## src/include/osc_cfg.svh

```systemverilog
`ifndef OSC_CFG_SVH
`define OSC_CFG_SVH

// Phase accumulator and tuning word width
// One full turn is 2**OSC_PHASE_W
`define OSC_PHASE_W 16

// Core reset hold time after rst is released, in xtal_in cycles
`define OSC_STARTUP_CYCLES 8

// Frequency meter gate window, in xtal_in cycles
// Keep a power of two so the gate counter wraps cleanly
`define OSC_GATE_CYCLES 256

// Entries in the tuning word table
`define OSC_PROFILE_COUNT 4

`endif

```

## src/design/osc_clk_pkg.sv

```systemverilog
`include "osc_cfg.svh"

package osc_clk_pkg;

    // Startup counter must be able to hold OSC_STARTUP_CYCLES itself
    localparam int STARTUP_CNT_W = $clog2(`OSC_STARTUP_CYCLES + 1);

    // Gate counter spans one window and wraps at its end
    localparam int GATE_CNT_W = $clog2(`OSC_GATE_CYCLES);

    // Counts cycles of core reset after rst falls
    typedef logic [STARTUP_CNT_W-1:0] startup_cnt_t;

    // Position inside the meter gate window
    typedef logic [GATE_CNT_W-1:0] gate_cnt_t;

endpackage

```

## src/design/nco_pkg.sv

```systemverilog
`include "osc_cfg.svh"

package nco_pkg;

    // Phase word, also used for the phase offset
    typedef logic [`OSC_PHASE_W-1:0] phase_t;

    // Frequency tuning word, added to the phase every cycle
    typedef logic [`OSC_PHASE_W-1:0] tuning_t;

    // Index into the profile table
    typedef logic [1:0] profile_sel_t;

    // Rising edges seen in one gate window
    // At most half the window, plus headroom
    typedef logic [8:0] edge_cnt_t;

    // Tuning words per profile
    // Output frequency is f_xtal * word / 2**16
    localparam tuning_t profile_table [`OSC_PROFILE_COUNT] = '{
        16'h3300,
        16'h1000,
        16'h0800,
        16'h4000
    };

    // Quadrature path leads by 90 degrees
    localparam phase_t quarter_turn = 16'h4000;

endpackage

```

## src/design/tuning_if.sv

```systemverilog
// Tuning control from the profile selector to the NCO and the meter
interface tuning_if;
    import nco_pkg::*;

    // Active tuning word and phase offset
    tuning_t tuning_word;
    phase_t  phase_offset;

    // One cycle pulse, restarts phase and gate window
    logic load;

    // High from the first load onward
    logic enable;

    modport src
    (
        output tuning_word,
        output phase_offset,
        output load,
        output enable
    );

    modport dst
    (
        input tuning_word,
        input phase_offset,
        input load,
        input enable
    );

endinterface

```

## src/design/startup_reset.sv

```systemverilog
`include "osc_cfg.svh"

module startup_reset
(
    input  logic xtal_in,
    input  logic rst,
    output logic core_rst
);
    import osc_clk_pkg::*;

    // Cycles counted since rst fell
    startup_cnt_t startup_cnt;

    always_ff @(posedge xtal_in)
    begin
        if (rst)
        begin
            // External reset holds everything
            startup_cnt <= '0;
            core_rst    <= 1'b1;
        end
        else if (core_rst)
        begin
            // Release once the hold time has elapsed
            if (startup_cnt == startup_cnt_t'(`OSC_STARTUP_CYCLES))
            begin
                core_rst <= 1'b0;
            end
            else
            begin
                startup_cnt <= startup_cnt + startup_cnt_t'(1);
            end
        end
        // Counter parks at its final value while core_rst is low
    end

endmodule

```

## src/design/tuning_select.sv

```systemverilog
module tuning_select
(
    input  logic                  xtal_in,
    input  logic                  core_rst,
    input  nco_pkg::profile_sel_t profile_sel,
    input  nco_pkg::phase_t       phase_offset,
    input  logic                  apply,
    tuning_if.src                 tun
);
    import nco_pkg::*;

    // Table lookup for the requested profile
    tuning_t lookup_word;

    // Apply only counts once core reset is released
    logic apply_ok;

    assign lookup_word = profile_table[profile_sel];
    assign apply_ok    = apply & ~core_rst;

    // Control strobes
    always_ff @(posedge xtal_in)
    begin
        if (core_rst)
        begin
            tun.load   <= 1'b0;
            tun.enable <= 1'b0;
        end
        else
        begin
            // Single cycle pulse per apply
            tun.load <= apply;
            // Sticky once a profile has been loaded
            if (apply)
            begin
                tun.enable <= 1'b1;
            end
        end
    end

    // Tuning payload
    // Valid in the same cycle that load goes high
    always_ff @(posedge xtal_in)
    begin
        if (apply_ok)
        begin
            tun.tuning_word  <= lookup_word;
            tun.phase_offset <= phase_offset;
        end
    end

endmodule

```

## src/design/nco_core.sv

```systemverilog
module nco_core
(
    input  logic  xtal_in,
    input  logic  core_rst,
    tuning_if.dst tun,
    output logic  i_code,
    output logic  q_code
);
    import nco_pkg::*;

    // Accumulated phase, without offset
    phase_t phase_acc;

    // Phase used this cycle, zero on load
    phase_t phase_cur;

    // Shifted phases for both outputs
    phase_t i_phase;
    phase_t q_phase;

    always_comb
    begin
        // Load restarts the trajectory from zero
        phase_cur = tun.load ? '0 : phase_acc;
        // Offset applied after accumulation, modulo one turn
        i_phase   = phase_cur + tun.phase_offset;
        // Quadrature leads by a quarter turn
        q_phase   = i_phase + quarter_turn;
    end

    always_ff @(posedge xtal_in)
    begin
        if (core_rst)
        begin
            phase_acc <= '0;
            i_code    <= 1'b0;
            q_code    <= 1'b0;
        end
        else if (tun.enable)
        begin
            // Step by the tuning word every cycle
            phase_acc <= phase_cur + tun.tuning_word;
            // MSB of phase gives a 50% duty square wave
            i_code    <= i_phase[$bits(phase_t)-1];
            q_code    <= q_phase[$bits(phase_t)-1];
        end
        // Outputs stay low until the first profile arrives
    end

endmodule

```

## src/design/freq_meter.sv

```systemverilog
`include "osc_cfg.svh"

module freq_meter
(
    input  logic               xtal_in,
    input  logic               core_rst,
    tuning_if.dst              tun,
    input  logic               i_code,
    output nco_pkg::edge_cnt_t edge_count,
    output logic               count_valid
);
    import osc_clk_pkg::*;
    import nco_pkg::*;

    // Last cycle of a gate window
    localparam gate_cnt_t GATE_LAST = gate_cnt_t'(`OSC_GATE_CYCLES - 1);

    // Previous i_code for edge detection
    logic i_code_d;
    logic rise;

    // Position in the current window
    gate_cnt_t gate_cnt;

    // Running total for the current window
    edge_cnt_t edge_acc;

    // Rising edge of the synthesized clock
    assign rise = i_code & ~i_code_d;

    always_ff @(posedge xtal_in)
    begin
        if (core_rst)
        begin
            i_code_d    <= 1'b0;
            gate_cnt    <= '0;
            edge_acc    <= '0;
            edge_count  <= '0;
            count_valid <= 1'b0;
        end
        else
        begin
            i_code_d    <= i_code;
            count_valid <= 1'b0;
            if (tun.load)
            begin
                // New profile, restart the window
                gate_cnt <= '0;
                edge_acc <= '0;
            end
            else if (tun.enable)
            begin
                // Wraps to zero at the end of each window
                gate_cnt <= gate_cnt + gate_cnt_t'(1);
                if (gate_cnt == GATE_LAST)
                begin
                    // Publish including the edge on the last cycle
                    edge_count  <= edge_acc + edge_cnt_t'(rise);
                    count_valid <= 1'b1;
                    // Next window starts immediately
                    edge_acc    <= '0;
                end
                else
                begin
                    edge_acc <= edge_acc + edge_cnt_t'(rise);
                end
            end
        end
    end

endmodule

```

## src/design/osc_top.sv

```systemverilog
`include "osc_cfg.svh"

module osc_top
(
    input  logic                    xtal_in,
    input  logic                    rst,
    input  logic [1:0]              profile_sel,
    input  logic [`OSC_PHASE_W-1:0] phase_offset,
    input  logic                    apply,
    output logic                    i_code,
    output logic                    q_code,
    output logic                    core_rst,
    output logic [8:0]              edge_count,
    output logic                    count_valid
);

    // Tuning control shared by selector, NCO and meter
    tuning_if tun ();

    // Startup reset for the whole core, also exported
    startup_reset u_startup_reset
    (
        .xtal_in  (xtal_in),
        .rst      (rst),
        .core_rst (core_rst)
    );

    // Profile lookup and apply strobe
    tuning_select u_tuning_select
    (
        .xtal_in      (xtal_in),
        .core_rst     (core_rst),
        .profile_sel  (profile_sel),
        .phase_offset (phase_offset),
        .apply        (apply),
        .tun          (tun.src)
    );

    // Phase accumulator and I/Q outputs
    nco_core u_nco_core
    (
        .xtal_in  (xtal_in),
        .core_rst (core_rst),
        .tun      (tun.dst),
        .i_code   (i_code),
        .q_code   (q_code)
    );

    // Measures the in-phase output only
    freq_meter u_freq_meter
    (
        .xtal_in     (xtal_in),
        .core_rst    (core_rst),
        .tun         (tun.dst),
        .i_code      (i_code),
        .edge_count  (edge_count),
        .count_valid (count_valid)
    );

endmodule

```

## config.mk

```make
export PLATFORM = sky130hd
export DESIGN_NAME = osc_top
export DESIGN_NICKNAME = d
export VERILOG_FILES = /design/src/design/osc_clk_pkg.sv /design/src/design/nco_pkg.sv /design/src/design/tuning_if.sv /design/src/design/startup_reset.sv /design/src/design/tuning_select.sv /design/src/design/nco_core.sv /design/src/design/freq_meter.sv /design/src/design/osc_top.sv
export VERILOG_INCLUDE_DIRS = /design/src /design/src/include
export SDC_FILE = /design/constraint.sdc
export NUM_CORES = 1
export LEC_CHECK = 0
export BUFFER_PORTS_ARGS = -buffer_cell sky130_fd_sc_hd__buf_2
export CORE_ASPECT_RATIO = 1.25
export CORE_MARGIN = 4
export CORE_UTILIZATION = 55
export DETAILED_ROUTE_END_ITERATION = 16
export PLACE_DENSITY = 0.85
export SETUP_SLACK_MARGIN = 0.02
export SLEW_MARGIN = 25
export SYNTH_ARGS = -nofsm -noshare
export SYNTH_HDL_FRONTEND = slang
export SYNTH_SLANG_ARGS = --single-unit
export TNS_END_PERCENT = 1
```

## constraint.sdc

```tcl
create_clock -name xtal_in -period 4.2 [get_ports xtal_in]
set_input_delay 1.05 -clock xtal_in [delete_from_list [all_inputs] [get_ports xtal_in]]
set_output_delay 1.05 -clock xtal_in [all_outputs]
set_load 0.01 [all_outputs]
```

==> out/results.ini, run 1 <==
[yosys]
ys_warn_count = 0
synthTopCellsByCount = 53 x dfxtp_1, 42 x nor2_1, 23 x a21oi_1, 20 x edfxtp_1, 19 x ha_1
syn_area_per_cell_um2 = 9.70
netlist_instances = 373
synth.area.top_cells = dfxtp_1 29%, edfxtp_1 17%, ha_1 6.6%, nor2_1 4.4%, xnor2_1 3.6%
synth_edf_count = 20
synth_ff_type = dfxtp_1
yosysMostFrequentCell = dfxtp_1
seq_area_frac_synth_pct = 45.9
async_flop_share_pct = 0
syn_nets = 413
yosysUniqueCellTypes = 50
synth_top_area_share_pct = 29.3
synth_seq_cells = 73
yosysTopAreaCell = dfxtp_1
syn_area_um2 = 3620

[critical_path]
path_class = reg2reg
worstPathMaxFanout = 19
r2r_cells = 10
rrSetupSlack_ns = 1.51
r2r-start = u_tuning_select.tun.load$_SDFF_PP0_
cp_data_arrival_time_ns = 2.95
startpoint_type = flop
critical_path_required_ns = 4.47
r2r-end = u_nco_core.q_code$_SDFFE_PP0P_
cp-end-kind = flop

[timing]
fin_worst_skew_ns = 0.00814
worst_pin_slew_ns = 0.886
hold_viol_final = 0
maxSlewViolCount = 0
grt_setup_unrepaired = no
finalSetupViolCount = 0
fmax_mhz = 372
fin_crit_ns = 2.69
maxSlewHeadroom_pct = 40.7
finalCritPeriodShare_pct = 63.9
setup_tns_ns = 0

[clock_tree]
root_buffer = clkbuf_8
clockBufferDepth = 2
htree_levels = 3
clk_latency_ns = 0.35
cts-resized-gates = 0
post-cts-setup-buffer-count = 0
cts_tree = done
postCtsHoldBufs = 0
cts.sinks = 73
cts_made_buffers = 9
clkTransAtPathRegs_ns = 0.08

[power_and_ir_drop]
ir_drop_mv = 0.229
powerDensity_nw_per_um2 = 320
power_w = 0.00128
leakage_nw = 1.48

[routing]
num_vias = 2731
avgRoutedWirePerCell_um = 13.8
drt_iter0_drc = 138
via_per_inst = 5.58
dr.pass1.iters = 5
drc = 0
antenna_violating_nets_post_route = 0
totalWireLength_mm = 6.73

[final_layout]
diodes = 0
final_nets = 439
area_growth_pct = 10.8
stdcell_count = 489
fin_util_pct = 63.8
drive_above_1_share_pct = 15.8
fillers = 544

[die]
die_y_um = 98.7
rows = 32
start_util_pct = 57.5
pin_count = 34
core-area_um2 = 6290
die_area_um2 = 7950
die_x_um = 80.5

[global_routing]
grt_first_pass_wirelength_mm = 11.6
grtUsageTotal_pct = 18.6
grt_max_degree = 41
first_global_vias = 2762
antenna_found_initial = 0
overflow = 0

[worst_hold_path]
min_to = u_nco_core.phase_acc[6]$_SDFFE_PP0P_
whs_path_depth = 1
worstHoldStart = u_nco_core.phase_acc[6]$_SDFFE_PP0P_
hold_class = reg2reg

[placement]
dpl.hpwl_mm = 4.89
gp_congestion = 0.848
portBuffers = 33
place_inst = 473

[outcome]
status = finished clean

[flow_run]
maxCapViolations = 0

-- worst max-delay path by stage --
stage          slack [ns]                              to                                start  depth (start not counted)
2_1_floorplan        1.59  u_nco_core.q_code$_SDFFE_PP0P_  u_tuning_select.tun.load$_SDFF_PP0_                         12
3_3_place_gp         1.67  u_nco_core.q_code$_SDFFE_PP0P_  u_tuning_select.tun.load$_SDFF_PP0_                         10
3_5_place_dp         1.54  u_nco_core.q_code$_SDFFE_PP0P_  u_tuning_select.tun.load$_SDFF_PP0_                         10
4_1_cts              1.43                        core_rst  u_startup_reset.core_rst$_SDFF_PP1_                          1
5_1_grt              1.28  u_nco_core.q_code$_SDFFE_PP0P_  u_tuning_select.tun.load$_SDFF_PP0_                         10
6_report             1.51  u_nco_core.q_code$_SDFFE_PP0P_  u_tuning_select.tun.load$_SDFF_PP0_                         10
-- critical path, cell delays in order (launching register included) --
cell	delay [ns]
dfxtp_1	0.63
buf_4	0.31
nor2b_1	0.09
ha_1	0.34
nand3_1	0.12
a21oi_1	0.17
nand4_1	0.12
o31ai_2	0.31
xor2_1	0.22
nand2_1	0.09
o311ai_2	0.21
-- cells by family (layout without fill, tap and decap cells) --
kind of cell / count (synthesis) / after routing / share of synthesized area, %
AOI/OAI and AO/OA: 76 / 76 / 14.1
adders and majority gates: 19 / 19 / 6.57
muxes: 11 / 11 / 3.04
and+or+nand+nor: 140 / 140 / 20.9
buffers and inverters: 30 / 61 / 3.60
xor gates and xnor gates: 24 / 24 / 5.81
DFF: 73 / 73 / 45.9
-- through the flow --
step | worst slack, ns | hold WS, ns | area [um^2]
floorplan | 1.59 | 0.421 | 3620
global placement | 1.67 | 0.434 | 3810
detailed placement | 1.54 | 0.442 | 3810
CTS | 1.43 | 0.461 | 4010
global route | 1.28 | 0.474 | 4010
finish | 1.51 | 0.459 | 4010
-- routing by layer --
layer / share of wire (%) / track usage, %
met2: 49 / 31.5
met1: 42 / 20.2
met5: 0 / 0
met3: 4.3 / 3.93
met4: 4.0 / 13.0
-- sequential cells by signal, summed over array words and instances (netlist names), 4 cells and up --
name / count
u_nco_core.phase_acc: 16
u_startup_reset.startup_cnt: 4
u_freq_meter.edge_acc: 9
u_freq_meter.edge_count: 9
u_tuning_select.tun.tuning_word: 4
u_freq_meter.gate_cnt: 8
u_tuning_select.tun.phase_offset: 16
-- power by group --
| part | internal [W] | switching, W |
|---|---|---|
| Clock | 0.000274 | 0.000256 |
| Sequential | 0.000725 | 0.00000366 |
| Combinational | 0.0000125 | 0.00000969 |
-- final cells by class --
type | count | area, um^2 | share of cell area (%)
Inverter | 10 | 37.5 | 0.937
Timing Repair Buffer | 35 | 180 | 4.50
Clock buffer | 9 | 124 | 3.09
Multi-Input combinational cell | 270 | 1830 | 45.6
Clock inverter | 7 | 68.8 | 1.72
Sequential cell | 73 | 1660 | 41.5
Tap cell | 85 | 106 | 2.65
-- placed cells by master (no fill, tap or decap), types with 14 or more instances in the layout --
cell and n:
edfxtp_1 20, o21ai_0 14, buf_2 33, nor2_1 42, dfxtp_1 52, nand2_1 18, xnor2_1 15, ha_1 19
nor2b_1 17, a21oi_1 23
Power figures use the tool's default switching activity.
==> inputs of run 2 (changes only) <==
ABC_AREA = 1   (was not set)
clock period = 2.6 ns   (was 4.2 ns; I/O delays follow)
==> run 2 against run 1 <==
  * Clock skew rose by 0.0013 ns
  * Sequential power rose by 60%
  * Register-to-register slack got worse by 1.3 ns
  * Sequential share of layout area fell by 0.20 points
  * Via count rose by 12%
  * Largest cell class is now flip-flops and latches
  * Non-clock buffer count rose by 3
  * Combinational power rose by 58%
  * Highest routed layer unchanged
  * Clock power rose by 71%
  * Total power rose by 65%
==> out/results.ini, run 2 <==
[timing]
setup_tns_ns = 0  ; unchanged
fin_crit_ns = 2.39  ; -0.297 ns
finalSetupViolCount = 0  ; unchanged
hold_viol_final = 0  ; unchanged
fmax_mhz = 419  ; +12%
grt_setup_unrepaired = no
maxSlewHeadroom_pct = 48.4  ; +7.7 points
whs_ns = 0.448  ; -0.0109 ns
finalCritPeriodShare_pct = 91.9  ; +28 points
fin_worst_skew_ns = 0.00944  ; +0.00130 ns
setup_slack_ns = 0.212  ; -1.30 ns
maxSlewViolCount = 0  ; unchanged
worst_pin_slew_ns = 0.771  ; -0.115 ns

[yosys]
synth_ff_type = dfxtp_1
seq_area_frac_synth_pct = 46.8  ; +0.82 points
syn_area_per_cell_um2 = 7.76  ; -20%
synthTopCellsByCount = 94 x nand2_1, 68 x nor2_1, 62 x inv_1, 53 x dfxtp_1, 32 x a21oi_1
async_flop_share_pct = 0  ; unchanged
syn_area_um2 = 3550  ; -1.8%
synth_edf_count = 20  ; unchanged
yosysMostFrequentCell = nand2_1
synth_seq_cells = 73  ; unchanged
syn_nets = 498  ; +21%
yosysTopAreaCell = dfxtp_1
netlist_instances = 458  ; +23%
yosysUniqueCellTypes = 31  ; -38%
synth_top_area_share_pct = 29.9  ; +0.53 points
synth.area.top_cells = dfxtp_1 30%, edfxtp_1 17%, nand2_1 9.9%, nor2_1 7.2%, ha_1 6.7%
ys_warn_count = 0  ; unchanged

[placement]
place_area_um2 = 3820  ; +0.20%
gp_congestion = 0.923  ; +8.9%
dpl.hpwl_mm = 5.34  ; +9.2%
portBuffers = 33  ; unchanged
dp_slack_ns = 0.271  ; -1.27 ns

[clock_tree]
cts.sinks = 73  ; unchanged
cts-resized-gates = 0  ; unchanged
clkTransAtPathRegs_ns = 0.08  ; about the same
clockBufferDepth = 2  ; unchanged
post-cts-setup-buffer-count = 0  ; unchanged
postCtsHoldBufs = 0  ; unchanged
root_buffer = clkbuf_8
cts_tree = done
clk_latency_ns = 0.34  ; about the same
cts_made_buffers = 9  ; unchanged
htree_levels = 3  ; unchanged

[critical_path]
crit_path_frequent_cell = nand2_1
worst_path_largest_cell_delay_ns = 0.73  ; +0.10 ns
worstSetupStartpoint = u_tuning_select.tun.load$_SDFF_PP0_
cp_slowest_cell = dfxtp_1
critPathTopFamily = simple AND/OR/NAND/NOR gates
startpoint_type = flop
cp-end-kind = flop
critical_path_required_ns = 2.84  ; -1.63 ns
worstPathMaxFanout = 15  ; -4
path_class = reg2reg
cp_data_arrival_time_ns = 2.63  ; -0.32 ns
cp_num_buf_inv = 2  ; +1
r2r-start = u_tuning_select.tun.load$_SDFF_PP0_
cp_cell_sequence = nor2_1, ha_1, nand3_1, inv_1, nand2_1, nor2_1, nand2_1, nor2_1, nor2_2, nand2_1, nand2_1, nand2_1, nand2_1, nand3_1, nand2_1, inv_1

[final_layout]
final_area_um2 = 4020  ; +0.41%
diodes = 0  ; unchanged
final_cell_mix = 94 x nand2_1, 68 x nor2_1, 62 x inv_1
drive_above_1_share_pct = 11.9  ; -3.9 points
area_growth_pct = 13.2
layout_commonest_cell = nand2_1
largestRegisters = u_nco_core.phase_acc: 16 flops, u_tuning_select.tun.phase_offset: 16 flops
final_nets = 538  ; +23%

[power_and_ir_drop]
p_sw_share_pct = 21.4  ; +0.37 points
pwr-share-clk_pct = 42.9  ; +1.5 points
powerDensity_nw_per_um2 = 526  ; +64%
p_int_w = 0.00166  ; +64%
p_sw_w = 0.000452  ; +68%
ir_drop_mv = 0.319  ; +39%
combinationalPowerShare_pct = 1.7  ; about the same
leakage_nw = 1.85  ; +25%
seqPwrFrac_pct = 55.4  ; -1.5 points

[routing]
dr.pass1.iters = 7  ; +2
antenna_violating_nets_post_route = 0  ; unchanged
num_vias = 3047  ; +12%
avgRoutedWirePerCell_um = 12.4  ; -10%
drc = 0  ; unchanged
via_per_inst = 5.18  ; -7.2%
totalWireLength_mm = 7.26  ; +8.0%
drt_iter0_drc = 200  ; +45%

[global_routing]
grt_first_pass_wirelength_mm = 12.3  ; +6.1%
grtUsageTotal_pct = 19.3  ; +0.75 points
overflow = 0  ; unchanged
antenna_found_initial = 0  ; unchanged
first_global_vias = 2900  ; +5.0%
grt_max_degree = 21  ; -49%

[die]
core-area_um2 = 6210  ; -1.3%
rows = 32  ; unchanged
die_x_um = 79.9  ; -0.80%
die_y_um = 97.9  ; -0.82%
pin_count = 34  ; unchanged
die_area_um2 = 7820  ; -1.6%
start_util_pct = 57.3  ; -0.29 points

[worst_hold_path]
hold_class = reg2reg
worstHoldStart = u_nco_core.phase_acc[1]$_SDFFE_PP0P_

[flow_run]
maxCapViolations = 0  ; unchanged

[outcome]
status = finished clean

[run 2: cell count changes after synthesis, sizes merged, moves of 10 or more]
cell and change:
nand2 +77, inv +53, and2 -10, nand3 +20
buf -10, nand2b -10, o21ai +12, nor3 +12
a211oi -11, nor2 +27, nor2b -18, mux2i -11
[run 2: logic make-up (layout without fill, tap and decap cells)]
| family | Yosys count | in the layout | synth area share (%) |
|---|---|---|---|
| AND/OR/NAND/NOR | 214 | 214 | 25.6 |
| flip-flops | 73 | 73 | 46.8 |
| buffers and inverters | 73 | 118 | 7.92 |
| AO/OA/AOI/OAI | 68 | 68 | 10.3 |
| adder cells (fa/ha/maj) | 19 | 19 | 6.69 |
| XOR/XNOR | 11 | 11 | 2.71 |
[run 2: per-stage QoR]
step           utilization (%)  power [W]  cells
2_1_floorplan                -    0.00121    458
4_1_cts                   64.8    0.00212    588
3_5_place_dp              61.6    0.00123    572
3_3_place_gp              61.6    0.00123    572
6_report                  64.8    0.00211    588
5_1_grt                   64.8    0.00218    588
[run 2: worst paths after layout]
check	endpoint	cells after the start	slack, ns
max	u_nco_core.q_code$_SDFFE_PP0P_	16	0.21
min	u_nco_core.phase_acc[1]$_SDFFE_PP0P_	2	0.45
max reg2reg	u_nco_core.q_code$_SDFFE_PP0P_	16	0.21
min reg2reg	u_nco_core.phase_acc[1]$_SDFFE_PP0P_	2	0.45
[run 2: layer usage]
metal  share of wire [%]  track usage (%)  wire length, um  vias to the layer above
met1                  43             23.2             3130                     1376
met3                 4.3             3.97              312                       19
li1                    -                -                -                     1575
met2                  50             33.1             3630                       77
met5                   0                0                0                        -
met4                 2.6             8.06              187                        0
[run 2: worst min-delay path: cells and delay by family (launching register included)]
kind,cells,cell delay [ns]
flops,1,0.30
buf+inv,1,0.06
simple gates,1,0.05
[run 2: cell type report]
type,count,area (um^2)
fill,493,2180
clock buffer,11,141
tap,85,106
clock inverter,5,61.3
sequential,73,1660
multi-input combinational,312,1610
timing repair buffer,38,203
inverter,64,240
[run 2: power by group through the flow]
stage	clock (W)	combinational [W]	sequential, W
6_report	0.000907	0.0000350	0.00117
3_5_place_dp	0	0.0000354	0.00120
3_3_place_gp	0	0.0000325	0.00120
5_1_grt	0.000965	0.0000411	0.00117
2_1_floorplan	0	0.0000158	0.00120
4_1_cts	0.000912	0.0000355	0.00117
